$ cat src/verilog/cpu_isa_pkg.sv
package cpu_isa_pkg;

    localparam int DATA_W = 8;

    typedef logic [DATA_W-1:0] data_t;
    typedef logic [1:0] reg_sel_t;  // destination register number

    typedef enum logic [3:0] {
        OP_NOP    = 4'd0,
        OP_ADD    = 4'd1,
        OP_SUB    = 4'd2,
        OP_OR     = 4'd3,
        OP_AND    = 4'd4,
        OP_XOR    = 4'd5,
        OP_MEM_RD = 4'd6,
        OP_MEM_WR = 4'd7,
        OP_JMP    = 4'd8,
        OP_CALL   = 4'd9,
        OP_RET    = 4'd10
    } exec_op_t;

    // status register layout with ovf in bit 0
    typedef struct packed {
        logic [3:0] rsvd_hi;
        logic       z;
        logic       nz;
        logic       rsvd;
        logic       ovf;
    } status_t;

endpackage

$ cat src/verilog/cpu_mem_pkg.sv
package cpu_mem_pkg;

    localparam int ADDR_W = 12;

    typedef logic [ADDR_W-1:0] addr_t;
    typedef logic [7:0] sp_t;  // offset within the stack page

    // stack lives in h800..h8ff
    localparam logic [3:0] STACK_PAGE = 4'h8;

endpackage

$ cat src/verilog/exec_ctrl_if.sv
`timescale 1ns/10ps

interface exec_ctrl_if;
    import cpu_isa_pkg::*;
    import cpu_mem_pkg::*;

    logic     save_ret;        // call seen at issue
    logic     stage_valid;
    exec_op_t stage_op;
    reg_sel_t stage_dst_reg;
    addr_t    stage_dst_addr;
    logic     push_hi;         // first call beat
    logic     push_lo;         // second call beat
    logic     pop_lo;          // first ret beat
    logic     pop_hi;          // second ret beat

    modport seq (
        output save_ret, stage_valid, stage_op, stage_dst_reg, stage_dst_addr,
        output push_hi, push_lo, pop_lo, pop_hi
    );

    modport alu (
        input stage_valid, stage_op, stage_dst_reg
    );

    modport mem (
        input save_ret, stage_valid, stage_op, stage_dst_reg, stage_dst_addr,
        input push_hi, push_lo, pop_lo, pop_hi
    );

    modport sp (
        input push_hi, push_lo, pop_lo, pop_hi
    );

endinterface

$ cat src/verilog/alu_writeback.sv
`timescale 1ns/10ps

module alu_writeback (
    input  logic                  clk,
    input  logic                  reset_,
    exec_ctrl_if.alu              ctrl,
    input  cpu_isa_pkg::data_t    reg_src0_data,
    input  cpu_isa_pkg::data_t    reg_src1_data,
    input  cpu_isa_pkg::data_t    imm_data,
    input  logic                  imm_data_vld,
    input  cpu_isa_pkg::data_t    d_mem_data_in,
    output cpu_isa_pkg::data_t    reg_wr_data,
    output cpu_isa_pkg::reg_sel_t reg_wr_sel,
    output logic                  reg_wr_en,
    output cpu_isa_pkg::status_t  status_reg
);
    import cpu_isa_pkg::*;

    data_t   src1;
    data_t   alu_result;
    logic    carry;        // carry or borrow out of bit 7
    logic    alu_op;
    logic    mem_rd_op;
    status_t status_next;

    assign src1 = imm_data_vld ? imm_data : reg_src1_data;

    always_comb begin
        carry      = 1'b0;
        alu_result = '0;
        case (ctrl.stage_op)
            OP_ADD:  {carry, alu_result} = {1'b0, reg_src0_data} + {1'b0, src1};
            OP_SUB:  {carry, alu_result} = {1'b0, reg_src0_data} - {1'b0, src1};
            OP_OR:   alu_result = reg_src0_data | src1;
            OP_AND:  alu_result = reg_src0_data & src1;
            OP_XOR:  alu_result = reg_src0_data ^ src1;
            default: alu_result = '0;
        endcase
    end

    always_comb begin
        case (ctrl.stage_op)
            OP_ADD, OP_SUB, OP_OR, OP_AND, OP_XOR: alu_op = ctrl.stage_valid;
            default:                               alu_op = 1'b0;
        endcase
    end

    assign mem_rd_op = ctrl.stage_valid & (ctrl.stage_op == OP_MEM_RD);

    always_comb begin
        status_next     = '0;
        status_next.z   = (alu_result == '0);
        status_next.nz  = (alu_result != '0);
        status_next.ovf = carry;  // zero for the logical ops
    end

    // flags only move on alu ops
    always_ff @(posedge clk) begin
        if (!reset_) begin
            status_reg <= '0;
        end else if (alu_op) begin
            status_reg <= status_next;
        end
    end

    // writeback in the operand cycle
    assign reg_wr_en   = alu_op | mem_rd_op;
    assign reg_wr_sel  = ctrl.stage_dst_reg;
    assign reg_wr_data = mem_rd_op ? d_mem_data_in : alu_result;

endmodule

$ cat src/verilog/exec_sequencer.sv
`timescale 1ns/10ps

module exec_sequencer (
    input  logic                 clk,
    input  logic                 reset_,
    input  logic                 execute_en,
    input  cpu_isa_pkg::exec_op_t exec_ctrl,
    input  cpu_isa_pkg::reg_sel_t dst_reg,
    input  cpu_mem_pkg::addr_t   dst_addr,
    output logic                 pc_branch,
    exec_ctrl_if.seq             ctrl
);
    import cpu_isa_pkg::*;

    typedef enum logic [1:0] {
        ST_IDLE,
        ST_SECOND_PUSH,
        ST_SECOND_POP
    } seq_state_t;

    seq_state_t state;
    seq_state_t state_next;

    // issue cycle decode
    assign pc_branch     = execute_en & ((exec_ctrl == OP_JMP) | (exec_ctrl == OP_CALL));
    assign ctrl.save_ret = execute_en & (exec_ctrl == OP_CALL);

    // operands show up one cycle after issue, so hold the instruction here
    always_ff @(posedge clk) begin
        if (!reset_) begin
            ctrl.stage_valid <= 1'b0;
            ctrl.stage_op    <= OP_NOP;
        end else begin
            ctrl.stage_valid <= execute_en;
            ctrl.stage_op    <= exec_ctrl;
        end
    end

    always_ff @(posedge clk) begin
        ctrl.stage_dst_reg  <= dst_reg;   // payload
        ctrl.stage_dst_addr <= dst_addr;
    end

    // first stack beat comes straight from the staged op
    assign ctrl.push_hi = ctrl.stage_valid & (ctrl.stage_op == OP_CALL);
    assign ctrl.pop_lo  = ctrl.stage_valid & (ctrl.stage_op == OP_RET);

    // second beat from the fsm
    assign ctrl.push_lo = (state == ST_SECOND_PUSH);
    assign ctrl.pop_hi  = (state == ST_SECOND_POP);

    always_comb begin
        if (ctrl.push_hi) begin
            state_next = ST_SECOND_PUSH;
        end else if (ctrl.pop_lo) begin
            state_next = ST_SECOND_POP;
        end else begin
            state_next = ST_IDLE;  // second beats always fall back to idle
        end
    end

    always_ff @(posedge clk) begin
        if (!reset_) begin
            state <= ST_IDLE;
        end else begin
            state <= state_next;
        end
    end

endmodule

$ cat src/verilog/execute_unit.sv
`timescale 1ns/10ps

module execute_unit (
    input  logic                  clk,
    input  logic                  reset_,
    input  logic                  execute_en,
    input  cpu_isa_pkg::exec_op_t exec_ctrl,
    input  cpu_isa_pkg::reg_sel_t dst_reg,
    input  cpu_mem_pkg::addr_t    dst_addr,
    input  cpu_mem_pkg::addr_t    next_addr,
    input  cpu_isa_pkg::data_t    reg_src0_data,
    input  cpu_isa_pkg::data_t    reg_src1_data,
    input  cpu_isa_pkg::data_t    imm_data,
    input  logic                  imm_data_vld,
    input  cpu_isa_pkg::data_t    d_mem_data_in,
    output cpu_isa_pkg::data_t    reg_wr_data,
    output cpu_isa_pkg::reg_sel_t reg_wr_sel,
    output logic                  reg_wr_en,
    output cpu_mem_pkg::addr_t    d_mem_addr,
    output cpu_isa_pkg::data_t    d_mem_data_out,
    output logic                  d_mem_en,
    output logic                  d_mem_rd,
    output logic                  d_mem_wr,
    output logic                  pc_branch,
    output cpu_mem_pkg::addr_t    ret_addr,
    output logic                  ret_addr_en,
    output cpu_isa_pkg::status_t  status_reg
);
    import cpu_mem_pkg::*;

    addr_t stack_addr;

    exec_ctrl_if ctrl_if ();

    exec_sequencer exec_sequencer_inst (
        .clk        (clk),
        .reset_     (reset_),
        .execute_en (execute_en),
        .exec_ctrl  (exec_ctrl),
        .dst_reg    (dst_reg),
        .dst_addr   (dst_addr),
        .pc_branch  (pc_branch),
        .ctrl       (ctrl_if.seq)
    );

    stack_pointer stack_pointer_inst (
        .clk        (clk),
        .reset_     (reset_),
        .ctrl       (ctrl_if.sp),
        .stack_addr (stack_addr)
    );

    alu_writeback alu_writeback_inst (
        .clk           (clk),
        .reset_        (reset_),
        .ctrl          (ctrl_if.alu),
        .reg_src0_data (reg_src0_data),
        .reg_src1_data (reg_src1_data),
        .imm_data      (imm_data),
        .imm_data_vld  (imm_data_vld),
        .d_mem_data_in (d_mem_data_in),
        .reg_wr_data   (reg_wr_data),
        .reg_wr_sel    (reg_wr_sel),
        .reg_wr_en     (reg_wr_en),
        .status_reg    (status_reg)
    );

    mem_port mem_port_inst (
        .clk            (clk),
        .reset_         (reset_),
        .ctrl           (ctrl_if.mem),
        .next_addr      (next_addr),
        .stack_addr     (stack_addr),
        .reg_src0_data  (reg_src0_data),
        .d_mem_data_in  (d_mem_data_in),
        .d_mem_addr     (d_mem_addr),
        .d_mem_data_out (d_mem_data_out),
        .d_mem_en       (d_mem_en),
        .d_mem_rd       (d_mem_rd),
        .d_mem_wr       (d_mem_wr),
        .ret_addr       (ret_addr),
        .ret_addr_en    (ret_addr_en)
    );

endmodule

$ cat src/verilog/mem_port.sv
`timescale 1ns/10ps

module mem_port (
    input  logic               clk,
    input  logic               reset_,
    exec_ctrl_if.mem           ctrl,
    input  cpu_mem_pkg::addr_t next_addr,
    input  cpu_mem_pkg::addr_t stack_addr,
    input  cpu_isa_pkg::data_t reg_src0_data,
    input  cpu_isa_pkg::data_t d_mem_data_in,
    output cpu_mem_pkg::addr_t d_mem_addr,
    output cpu_isa_pkg::data_t d_mem_data_out,
    output logic               d_mem_en,
    output logic               d_mem_rd,
    output logic               d_mem_wr,
    output cpu_mem_pkg::addr_t ret_addr,
    output logic               ret_addr_en
);
    import cpu_isa_pkg::*;

    logic [3:0] ret_hi;     // upper return address bits
    data_t      ret_lo;
    logic       mem_rd_op;
    logic       mem_wr_op;
    logic       stack_op;

    // return address is filled at call issue or from the stack on ret
    always_ff @(posedge clk) begin
        if (ctrl.save_ret) begin
            ret_hi <= next_addr[11:8];
            ret_lo <= next_addr[7:0];
        end else if (ctrl.pop_lo) begin
            ret_lo <= d_mem_data_in;
        end else if (ctrl.pop_hi) begin
            ret_hi <= d_mem_data_in[3:0];  // byte was stored zero-extended
        end
    end

    assign ret_addr = {ret_hi, ret_lo};

    // restored address is complete one cycle after the last pop
    always_ff @(posedge clk) begin
        if (!reset_) begin
            ret_addr_en <= 1'b0;
        end else begin
            ret_addr_en <= ctrl.pop_hi;
        end
    end

    assign mem_rd_op = ctrl.stage_valid & (ctrl.stage_op == OP_MEM_RD);
    assign mem_wr_op = ctrl.stage_valid & (ctrl.stage_op == OP_MEM_WR);
    assign stack_op  = ctrl.push_hi | ctrl.push_lo | ctrl.pop_lo | ctrl.pop_hi;

    assign d_mem_rd = mem_rd_op | ctrl.pop_lo | ctrl.pop_hi;
    assign d_mem_wr = mem_wr_op | ctrl.push_hi | ctrl.push_lo;
    assign d_mem_en = d_mem_rd | d_mem_wr;

    assign d_mem_addr = stack_op ? stack_addr : ctrl.stage_dst_addr;

    always_comb begin
        if (ctrl.push_hi) begin
            d_mem_data_out = {4'h0, ret_hi};  // high byte goes first
        end else if (ctrl.push_lo) begin
            d_mem_data_out = ret_lo;
        end else begin
            d_mem_data_out = reg_src0_data;
        end
    end

endmodule

$ cat src/verilog/stack_pointer.sv
`timescale 1ns/10ps

module stack_pointer (
    input  logic               clk,
    input  logic               reset_,
    exec_ctrl_if.sp            ctrl,
    output cpu_mem_pkg::addr_t stack_addr
);
    import cpu_mem_pkg::*;

    sp_t  sp;
    sp_t  sp_below;   // top occupied entry
    logic push_beat;
    logic pop_beat;

    assign push_beat = ctrl.push_hi | ctrl.push_lo;
    assign pop_beat  = ctrl.pop_lo | ctrl.pop_hi;
    assign sp_below  = sp - 8'd1;

    always_ff @(posedge clk) begin
        if (!reset_) begin
            sp <= '0;
        end else if (push_beat) begin
            sp <= sp + 8'd1;  // wraps within the page
        end else if (pop_beat) begin
            sp <= sp_below;
        end
    end

    // push writes the free slot, pop reads the one below it
    assign stack_addr = push_beat ? {STACK_PAGE, sp} : {STACK_PAGE, sp_below};

endmodule
$ cat config.mk
export PLATFORM = sky130hd
export DESIGN_NAME = execute_unit
export DESIGN_NICKNAME = d
export VERILOG_FILES = /design/src/verilog/cpu_isa_pkg.sv /design/src/verilog/cpu_mem_pkg.sv /design/src/verilog/exec_ctrl_if.sv /design/src/verilog/alu_writeback.sv /design/src/verilog/exec_sequencer.sv /design/src/verilog/execute_unit.sv /design/src/verilog/mem_port.sv /design/src/verilog/stack_pointer.sv
export SDC_FILE = /design/constraint.sdc
export NUM_CORES = 1
export LEC_CHECK = 0
export ABC_AREA = 1
export BUFFER_PORTS_ARGS = -buffer_cell sky130_fd_sc_hd__buf_4
export CORE_MARGIN = 1.5
export CORE_UTILIZATION = 45
export DETAILED_ROUTE_END_ITERATION = 16
export GPL_TIMING_DRIVEN = 0
export PLACE_DENSITY_LB_ADDON = 0.12
export SETUP_SLACK_MARGIN = 0.15
export SLEW_MARGIN = 20
export SYNTH_ARGS = -nofsm -noshare
export SYNTH_HDL_FRONTEND = slang
export SYNTH_SLANG_ARGS = --single-unit
$ cat constraint.sdc
create_clock -name clk -period 3.7 [get_ports clk]
set_clock_uncertainty 0.1 [all_clocks]
set_input_delay 0.74 -clock clk [delete_from_list [all_inputs] [get_ports clk]]
set_output_delay 0.74 -clock clk [all_outputs]
set_load 0.1 [all_outputs]
==> reports/qor.txt, run 1 <==
post-route ant nets: 0
CP Cell Sequence: buf_12 -> clkbuf_16 -> nand2_4 -> o21ai_4 -> inv_2 -> ha_4 -> inv_2 -> fa_2 -> nor3_2 -> nor2_2 -> nor2_1 -> nor2_1 -> nor2_2 -> o21ai_2 -> buf_12
hold_buf cts: 0
post-route cell area: 5233 um2
worst hold path type: flip-flop to flip-flop
P_leak: 2.769 nW
routing usage on met3: 0.03462
wire per inst: 14.18 um
post-synthesis sequential area ratio: 0.2715
total power draw: 1.577 mW
area fraction in compound gates after synthesis: 0.1215
worst hold path depth: 2
hpwl dp: 8.977 mm
VDD IR max: 0.1564 mV
Clock Latency Late Sink: 0.31 ns
path depth of the worst reg2reg path: 10
FF/Latch Area: 1021 um2
Clock Tree Buf Depth: 2
average size of a mapped cell: 6.714 um2
Critical Path Sink Type: output pin
maxcap violations: 0
Initial DRC Count: 143
final slew viol count: 0
worst slew pin tran: 0.7350 ns
CTS tree: built
Post-Synthesis Cells: 560
max reg flops: 12
Worst setup SP type: input port
CP top delay family: simple AND/OR/NAND/NOR gates
Most Used Layer, Global Route: met2
final hold vios: 0
relative slew slack: 0.5074
Max Freq: 282.8 MHz
Critical-path top delay cell: fa_2
total CTS buffers: 5
DR vias/cell: 5.011
largest net degree at the start of global routing: 18
Sw Ratio: 0.4351
largest family of logic cells by synthesized area: simple AND/OR/NAND/NOR gates
max incr delay on CP: 0.39 ns
PD cells: 301.3 nW/um2
vias in the first global route: 3731
Final min period: 3.536 ns
DRC Markers: 0
Total Routing Usage GR: 0.2564
WP buf/inv: 5
run status: completed
WP depth: 15
routed via count: 4024
Layout fillers: 755
clock network fraction of total power: 0.211
Post-DP Area: 4770 um2
Final Cycle Share: 0.9557
Largest regs: exec_sequencer_inst.ctrl.stage_dst_addr: 12 flops, mem_port_inst.ret_lo: 8 flops, stack_pointer_inst.sp: 8 flops
Die Span Y: 94.41 um
Initial Util: 0.4622
Net Switching: 686.0 uW
P_int: 890.6 uW
simple-gate area share of the yosys netlist: 0.3238
root buf cell: clkbuf_8
Core Box Area: 8134 um2
clock sink count: 45
Multi-input gate area: 2444 um2
first-pass GRT wire length: 17.51 mm
final setup vio count: 0
Synth Area in XOR/XNOR: 0.01864
Yosys reg bits: 45
layout cells sized above 1: 0.3080
CTS clk-pin slew, worst paths: 0.09 ns
Yosys cell types: 45
Worst Path Required: 2.86 ns
I/O pins: 122
Gate power share: 0.452
GPL Wtd Cong: 0.9477
Yosys warnings: 0
die area: 8912 um2
Biggest register: exec_sequencer_inst.ctrl.stage_dst_addr
met2 global-route usage: 0.4976
# rows: 33
fin nets: 801
Syn-to-layout area delta: 39.17%
mux cell area share after synthesis: 0
Setup CP Type: input port to output pin
Adder-Cell Fraction of Synth Area: 0.1304
Remaining Overflow, GRT: 0
initial antenna violation count: 0
Post-Syn Area: 3760 um2
Crit path arrival time: 2.70 ns
GR Util met1: 0.2824
Reg power frac: 0.337
Buffers on Ports: 114
TritonRoute pass-1 iters: 4
final design utilization: 0.6433
CP Max Fanout: 8
Die X-Extent: 94.41 um
H-Tree Depth: 2
Setup TNS: 0 ns
WL final: 11.39 mm
diode count: 0
RSZ-0062 raised after global routing: true
-- routing by layer --
metal  wire length, um  up-vias  share of wire
li1                  -     2039              -
met1              4426     1857           0.39
met2              6206      109           0.54
met3               527       19          0.046
met4               229        0          0.020
met5                 0        -              0
-- power by group through the flow --
stage / logic, mW / registers (mW) / clock network, mW
after floorplan: 0.435 / 0.574 / 0
after global placement: 0.633 / 0.542 / 0
after detailed placement: 0.637 / 0.542 / 0
after CTS: 0.691 / 0.531 / 0.347
after global routing: 0.763 / 0.533 / 0.363
final: 0.713 / 0.531 / 0.332
-- stage by stage --
stage	hold slack, ns	worst slack [ns]	instances
4_1_cts	0.3930	0.1504	799
5_1_grt	0.4044	0.03844	803
3_5_place_dp	0.3802	-0.6993	783
2_1_floorplan	0.4044	-0.2977	564
3_3_place_gp	0.3552	-0.6882	783
6_report	0.3906	0.1641	803
-- layout by cell type, fill, tap and decap left out, types with 6 or more instances in the layout --
cell type    n
nand2_1    129
buf_4      123
inv_1       89
nor2_1      58
nand3_1     34
dfxtp_1     33
ha_1        31
o21ai_0     20
a21oi_1     14
edfxtp_1    12
o21ai_2     10
inv_2        9
nor2_2       9
nand4_1      9
a31oi_1      8
nand3_2      7
buf_6        7
xor2_1       7
o21ai_1      7
clkbuf_8     6
-- tightest hold or removal path, delay by kind of cell, from the launching register on --
kind            cells  cell delay (ns)
flops               1             0.33
compound gates      1             0.06
simple gates        1             0.06
-- what timing repair did --
action	4_1_cts	5_1_grt
endpoints found under the hold margin	0	0
gates cloned	1	0
gates resized for setup	55	20
buffers inserted	7	4
setup endpoints to repair	9	7
pin swaps	16	15
-- logic make-up after synthesis --
group / after synthesis
and+or+nand+nor: 272
xor gates and xnor gates: 8
other: 1
adders and majority gates: 38
DFF: 45
buffers and inverters: 118
AOI/OAI and AO/OA: 78
-- cells in the mapped netlist (all sizes together) --
cell type,instances,share of area
a22oi,2,0.0040
xor2,7,0.016
or2,3,0.0050
a221o,1,0.0027
a31oi,8,0.013
a21boi,1,0.0050
nand2,134,0.14
a21oi,18,0.024
clkinv,1,0.0010
o21bai,3,0.0060
nand4,9,0.015
nor3,10,0.016
a211oi,1,0.0020
edfxtp,12,0.096
nand3,41,0.057
fa,2,0.011
o211ai,1,0.0020
o21a,1,0.0020
dfxtp,33,0.18
inv,100,0.10
clkbuf,6,0.0060
o21ai,38,0.052
nand3b,3,0.0060
xnor2,1,0.0023
o22ai,3,0.0050
ha,36,0.12
conb,1,0.0010
buf,11,0.024
nor2,72,0.088
a221oi,1,0.0040
-- cell type report --
cell class | count | area share
Multi-Input combinational cell | 401 | 0.4670
Sequential cell | 45 | 0.1951
Timing Repair Buffer | 126 | 0.1944
Inverter | 101 | 0.07437
Buffer | 17 | 0.02535
Tap cell | 105 | 0.02511
Clock buffer | 5 | 0.01315
Clock inverter | 3 | 0.005500
-- path summary, 6_finish.rpt --
path	slack, ns	end	from
min	0.39	alu_writeback_inst.status_reg[3]	alu_writeback_inst.status_reg[3]
max reg2reg	1.54	alu_writeback_inst.status_reg[3]	exec_sequencer_inst.ctrl.stage_op[1]
max	0.16	reg_wr_data[6]	imm_data_vld
min reg2reg	0.39	alu_writeback_inst.status_reg[3]	alu_writeback_inst.status_reg[3]
No activity file was read; power rests on OpenSTA's default activity.
==> inputs of run 2 (changes only) <==
==> constraint.sdc (replaced) <==
create_clock -name clk -period 4.1 [get_ports clk]
set_clock_uncertainty 0.1 [all_clocks]
set_input_delay 0.82 -clock clk [delete_from_list [all_inputs] [get_ports clk]]
set_output_delay 0.82 -clock clk [all_outputs]
set_load 0.1 [all_outputs]
==> run 2 against run 1 <==
Global-route usage decreased by 0.94 points. Core utilization decreased by 2.3 points. Cell count decreased by 1.0%. Final area decreased by 3.5%. Register-to-register slack improved by 0.61 ns. Sequential share of layout area increased by 0.72 points. Power decreased by 12%. Combinational power decreased by 14%. Critical endpoint is now reg_wr_data[1]. Largest cell class unchanged.
==> reports/qor.txt, run 2 (synthesis gave the netlist of run 1 again) <==
first-pass GRT wire length: 16.88 mm (was 17.51 mm)
Core Box Area: 8134 um2 (unchanged)
fin cells: 795 (was 803)
WL final: 11.09 mm (was 11.39 mm)
wire per inst: 13.95 um (was 14.18 um)
GPL Wtd Cong: 0.9624 (was 0.9477)
Net Switching: 611.1 uW (was 686.0 uW)
TritonRoute pass-1 iters: 5 (was 4)
P_leak: 2.702 nW (was 2.769 nW)
Clock Latency Late Sink: 0.30 ns (was 0.31 ns)
CP Max Fanout: 10 (was 8)
RSZ-0062 raised after global routing: true (unchanged)
Worst Path Required: 3.18 ns (was 2.86 ns)
max reg flops: 12 (unchanged)
maxcap violations: 0 (unchanged)
routed via count: 3955 (was 4024)
Sw Ratio: 0.4385 (was 0.4351)
M1 wire length: 4.484 mm (was 4.426 mm)
initial antenna violation count: 0 (unchanged)
H-Tree Depth: 2 (unchanged)
total CTS buffers: 5 (unchanged)
final setup vio count: 0 (unchanged)
Final min period: 3.878 ns
post-route ant nets: 0 (unchanged)
path depth of the worst reg2reg path: 8 (was 10)
Max Freq: 257.8 MHz
final hold vios: 0 (unchanged)
DRC Markers: 0 (unchanged)
Die Span Y: 94.41 um (unchanged)
CTS clk-pin slew, worst paths: 0.09 ns (about the same)
clock sink count: 45 (unchanged)
P_int: 782.6 uW (was 890.6 uW)
Setup CP Type: input port to output pin (unchanged)
most common cell after layout, fill and taps aside: nand2_1 (unchanged)
Crit Reg-Reg Endpoint: alu_writeback_inst.status_reg[3] (unchanged)
diode count: 0 (unchanged)
Gate power share: 0.440 (was 0.452)
VDD IR max: 0.1814 mV (was 0.1564 mV)
Reg power frac: 0.344 (was 0.337)
most frequent cells in the layout: 131 x nand2_1, 119 x buf_4, 92 x inv_1 (was 129 x nand2_1, 123 x buf_4, 89 x inv_1)
R2R Setup Slk: 2.15 ns (was 1.54 ns)
Initial DRC Count: 222 (was 143)
run status: completed (unchanged)
largest net degree at the start of global routing: 18 (unchanged)
Final Cycle Share: 0.9460
Critical Path Sink Type: output pin (unchanged)
placed instance count: 783 (unchanged)
layout cells sized above 1: 0.2768 (was 0.3080)
Syn-to-layout area delta: 34.24% (was 39.17%)
CTS tree: built (unchanged)
Biggest register: exec_sequencer_inst.ctrl.stage_dst_addr (unchanged)
Total Routing Usage GR: 0.2470 (was 0.2564)
Largest regs: exec_sequencer_inst.ctrl.stage_dst_addr: 12 flops, mem_port_inst.ret_lo: 8 flops, stack_pointer_inst.sp: 8 flops (unchanged)
relative slew slack: 0.4983 (was 0.5074)
worst hold path type: flip-flop to flip-flop (unchanged)
hpwl dp: 8.921 mm (was 8.977 mm)
Layout fillers: 798 (was 755)
Worst setup SP type: input port (unchanged)
final design utilization: 0.6205 (was 0.6433)
I/O pins: 122 (unchanged)
Crit path arrival time: 2.96 ns (was 2.70 ns)
Die X-Extent: 94.41 um (unchanged)
Detail Route met2 WL: 5.659 mm (was 6.206 mm)
fin nets: 793 (was 801)
PD cells: 276.1 nW/um2 (was 301.3 nW/um2)
clock network fraction of total power: 0.217 (was 0.211)
# rows: 33 (unchanged)
final slew viol count: 0 (unchanged)
vias in the first global route: 3663 (was 3731)
worst slew pin tran: 0.7485 ns (was 0.7350 ns)
worst setup path start: imm_data_vld (unchanged)
Buffers on Ports: 114 (unchanged)
hold_buf cts: 0 (unchanged)
Worst R2R Start: exec_sequencer_inst.ctrl.stage_op[1] (unchanged)
wire length on met3: 472 um (was 527 um)
DR vias/cell: 4.975 (was 5.011)
Initial Util: 0.4622 (unchanged)
Clock Tree Buf Depth: 2 (unchanged)
root buf cell: clkbuf_8 (unchanged)
Setup crit end: reg_wr_data[1] (was reg_wr_data[6])
DR top layer: met4 (unchanged)
Remaining Overflow, GRT: 0 (unchanged)
die area: 8912 um2 (unchanged)
==> run 2: routing by layer <==
layer  up-vias  global-route usage
li1       2028                   -
met1      1777              0.2822
met2       122              0.4520
met3        28             0.02979
met4         0              0.1206
met5         -                   0
==> run 2: timing repair <==
action | in CTS | in global routing
endpoints found under the setup margin | 7 | 7
buffers inserted | 0 | 4
gates resized for setup | 14 | 28
pin swaps | 1 | 5
==> run 2: layout make-up <==
| class | count | area (um2) | area share |
|---|---|---|---|
| Multi-Input combinational cell | 401 | 2369 | 0.4693 |
| Sequential cell | 45 | 1021 | 0.2023 |
| Clock buffer | 5 | 68.82 | 0.01363 |
| Buffer | 17 | 122.6 | 0.02429 |
| Tap cell | 105 | 131.4 | 0.02603 |
| Inverter | 101 | 389.1 | 0.07709 |
| Timing Repair Buffer | 118 | 917.1 | 0.1817 |
| Clock inverter | 3 | 28.78 | 0.005702 |
==> run 2: power groups by stage <==
stage               logic (mW)  registers [mW]  clock network (mW)
finish                   0.613           0.479               0.302
detailed placement       0.575           0.490                   0
floorplan                0.394           0.518                   0
global route             0.655           0.481               0.332
CTS                      0.583           0.480               0.312
global placement         0.570           0.489                   0
==> run 2: how the worst min path moves through the flow <==
stage / slack (ns) / depth (start not counted) / endpoint / from
2_1_floorplan: 0.40 / 2 / stack_pointer_inst.sp[1] / stack_pointer_inst.sp[1]
3_3_place_gp: 0.35 / 2 / alu_writeback_inst.status_reg[3] / alu_writeback_inst.status_reg[3]
3_5_place_dp: 0.36 / 2 / alu_writeback_inst.status_reg[3] / alu_writeback_inst.status_reg[3]
4_1_cts: 0.37 / 2 / alu_writeback_inst.status_reg[3] / alu_writeback_inst.status_reg[3]
5_1_grt: 0.39 / 2 / alu_writeback_inst.status_reg[3] / alu_writeback_inst.status_reg[3]
6_report: 0.37 / 2 / alu_writeback_inst.status_reg[3] / alu_writeback_inst.status_reg[3]
==> run 2: stage by stage <==
| stage | hold slack (ns) | total power [mW] | TNS (ns) | area [um2] | setup WS, ns |
|---|---|---|---|---|---|
| 3_3_place_gp | 0.3548 | 1.060 | -1.715 | 4777 | -0.4148 |
| 6_report | 0.3718 | 1.394 | 0 | 5047 | 0.2215 |
| 2_1_floorplan | 0.4044 | 0.9119 | -0.02415 | 3790 | -0.02415 |
| 5_1_grt | 0.3927 | 1.468 | 0 | 5047 | 0.1161 |
| 4_1_cts | 0.3725 | 1.375 | 0 | 4910 | 0.1210 |
| 3_5_place_dp | 0.3599 | 1.064 | -2.119 | 4777 | -0.4975 |
==> run 2: critical path: stages <==
cell	delay, ns
buf_4	0.17
buf_8	0.17
nand2_1	0.10
o21ai_4	0.09
inv_2	0.07
ha_1	0.20
inv_1	0.09
fa_2	0.43
nand2_1	0.07
o21ai_0	0.09
nor3_2	0.31
o21ai_2	0.10
buf_4	0.25
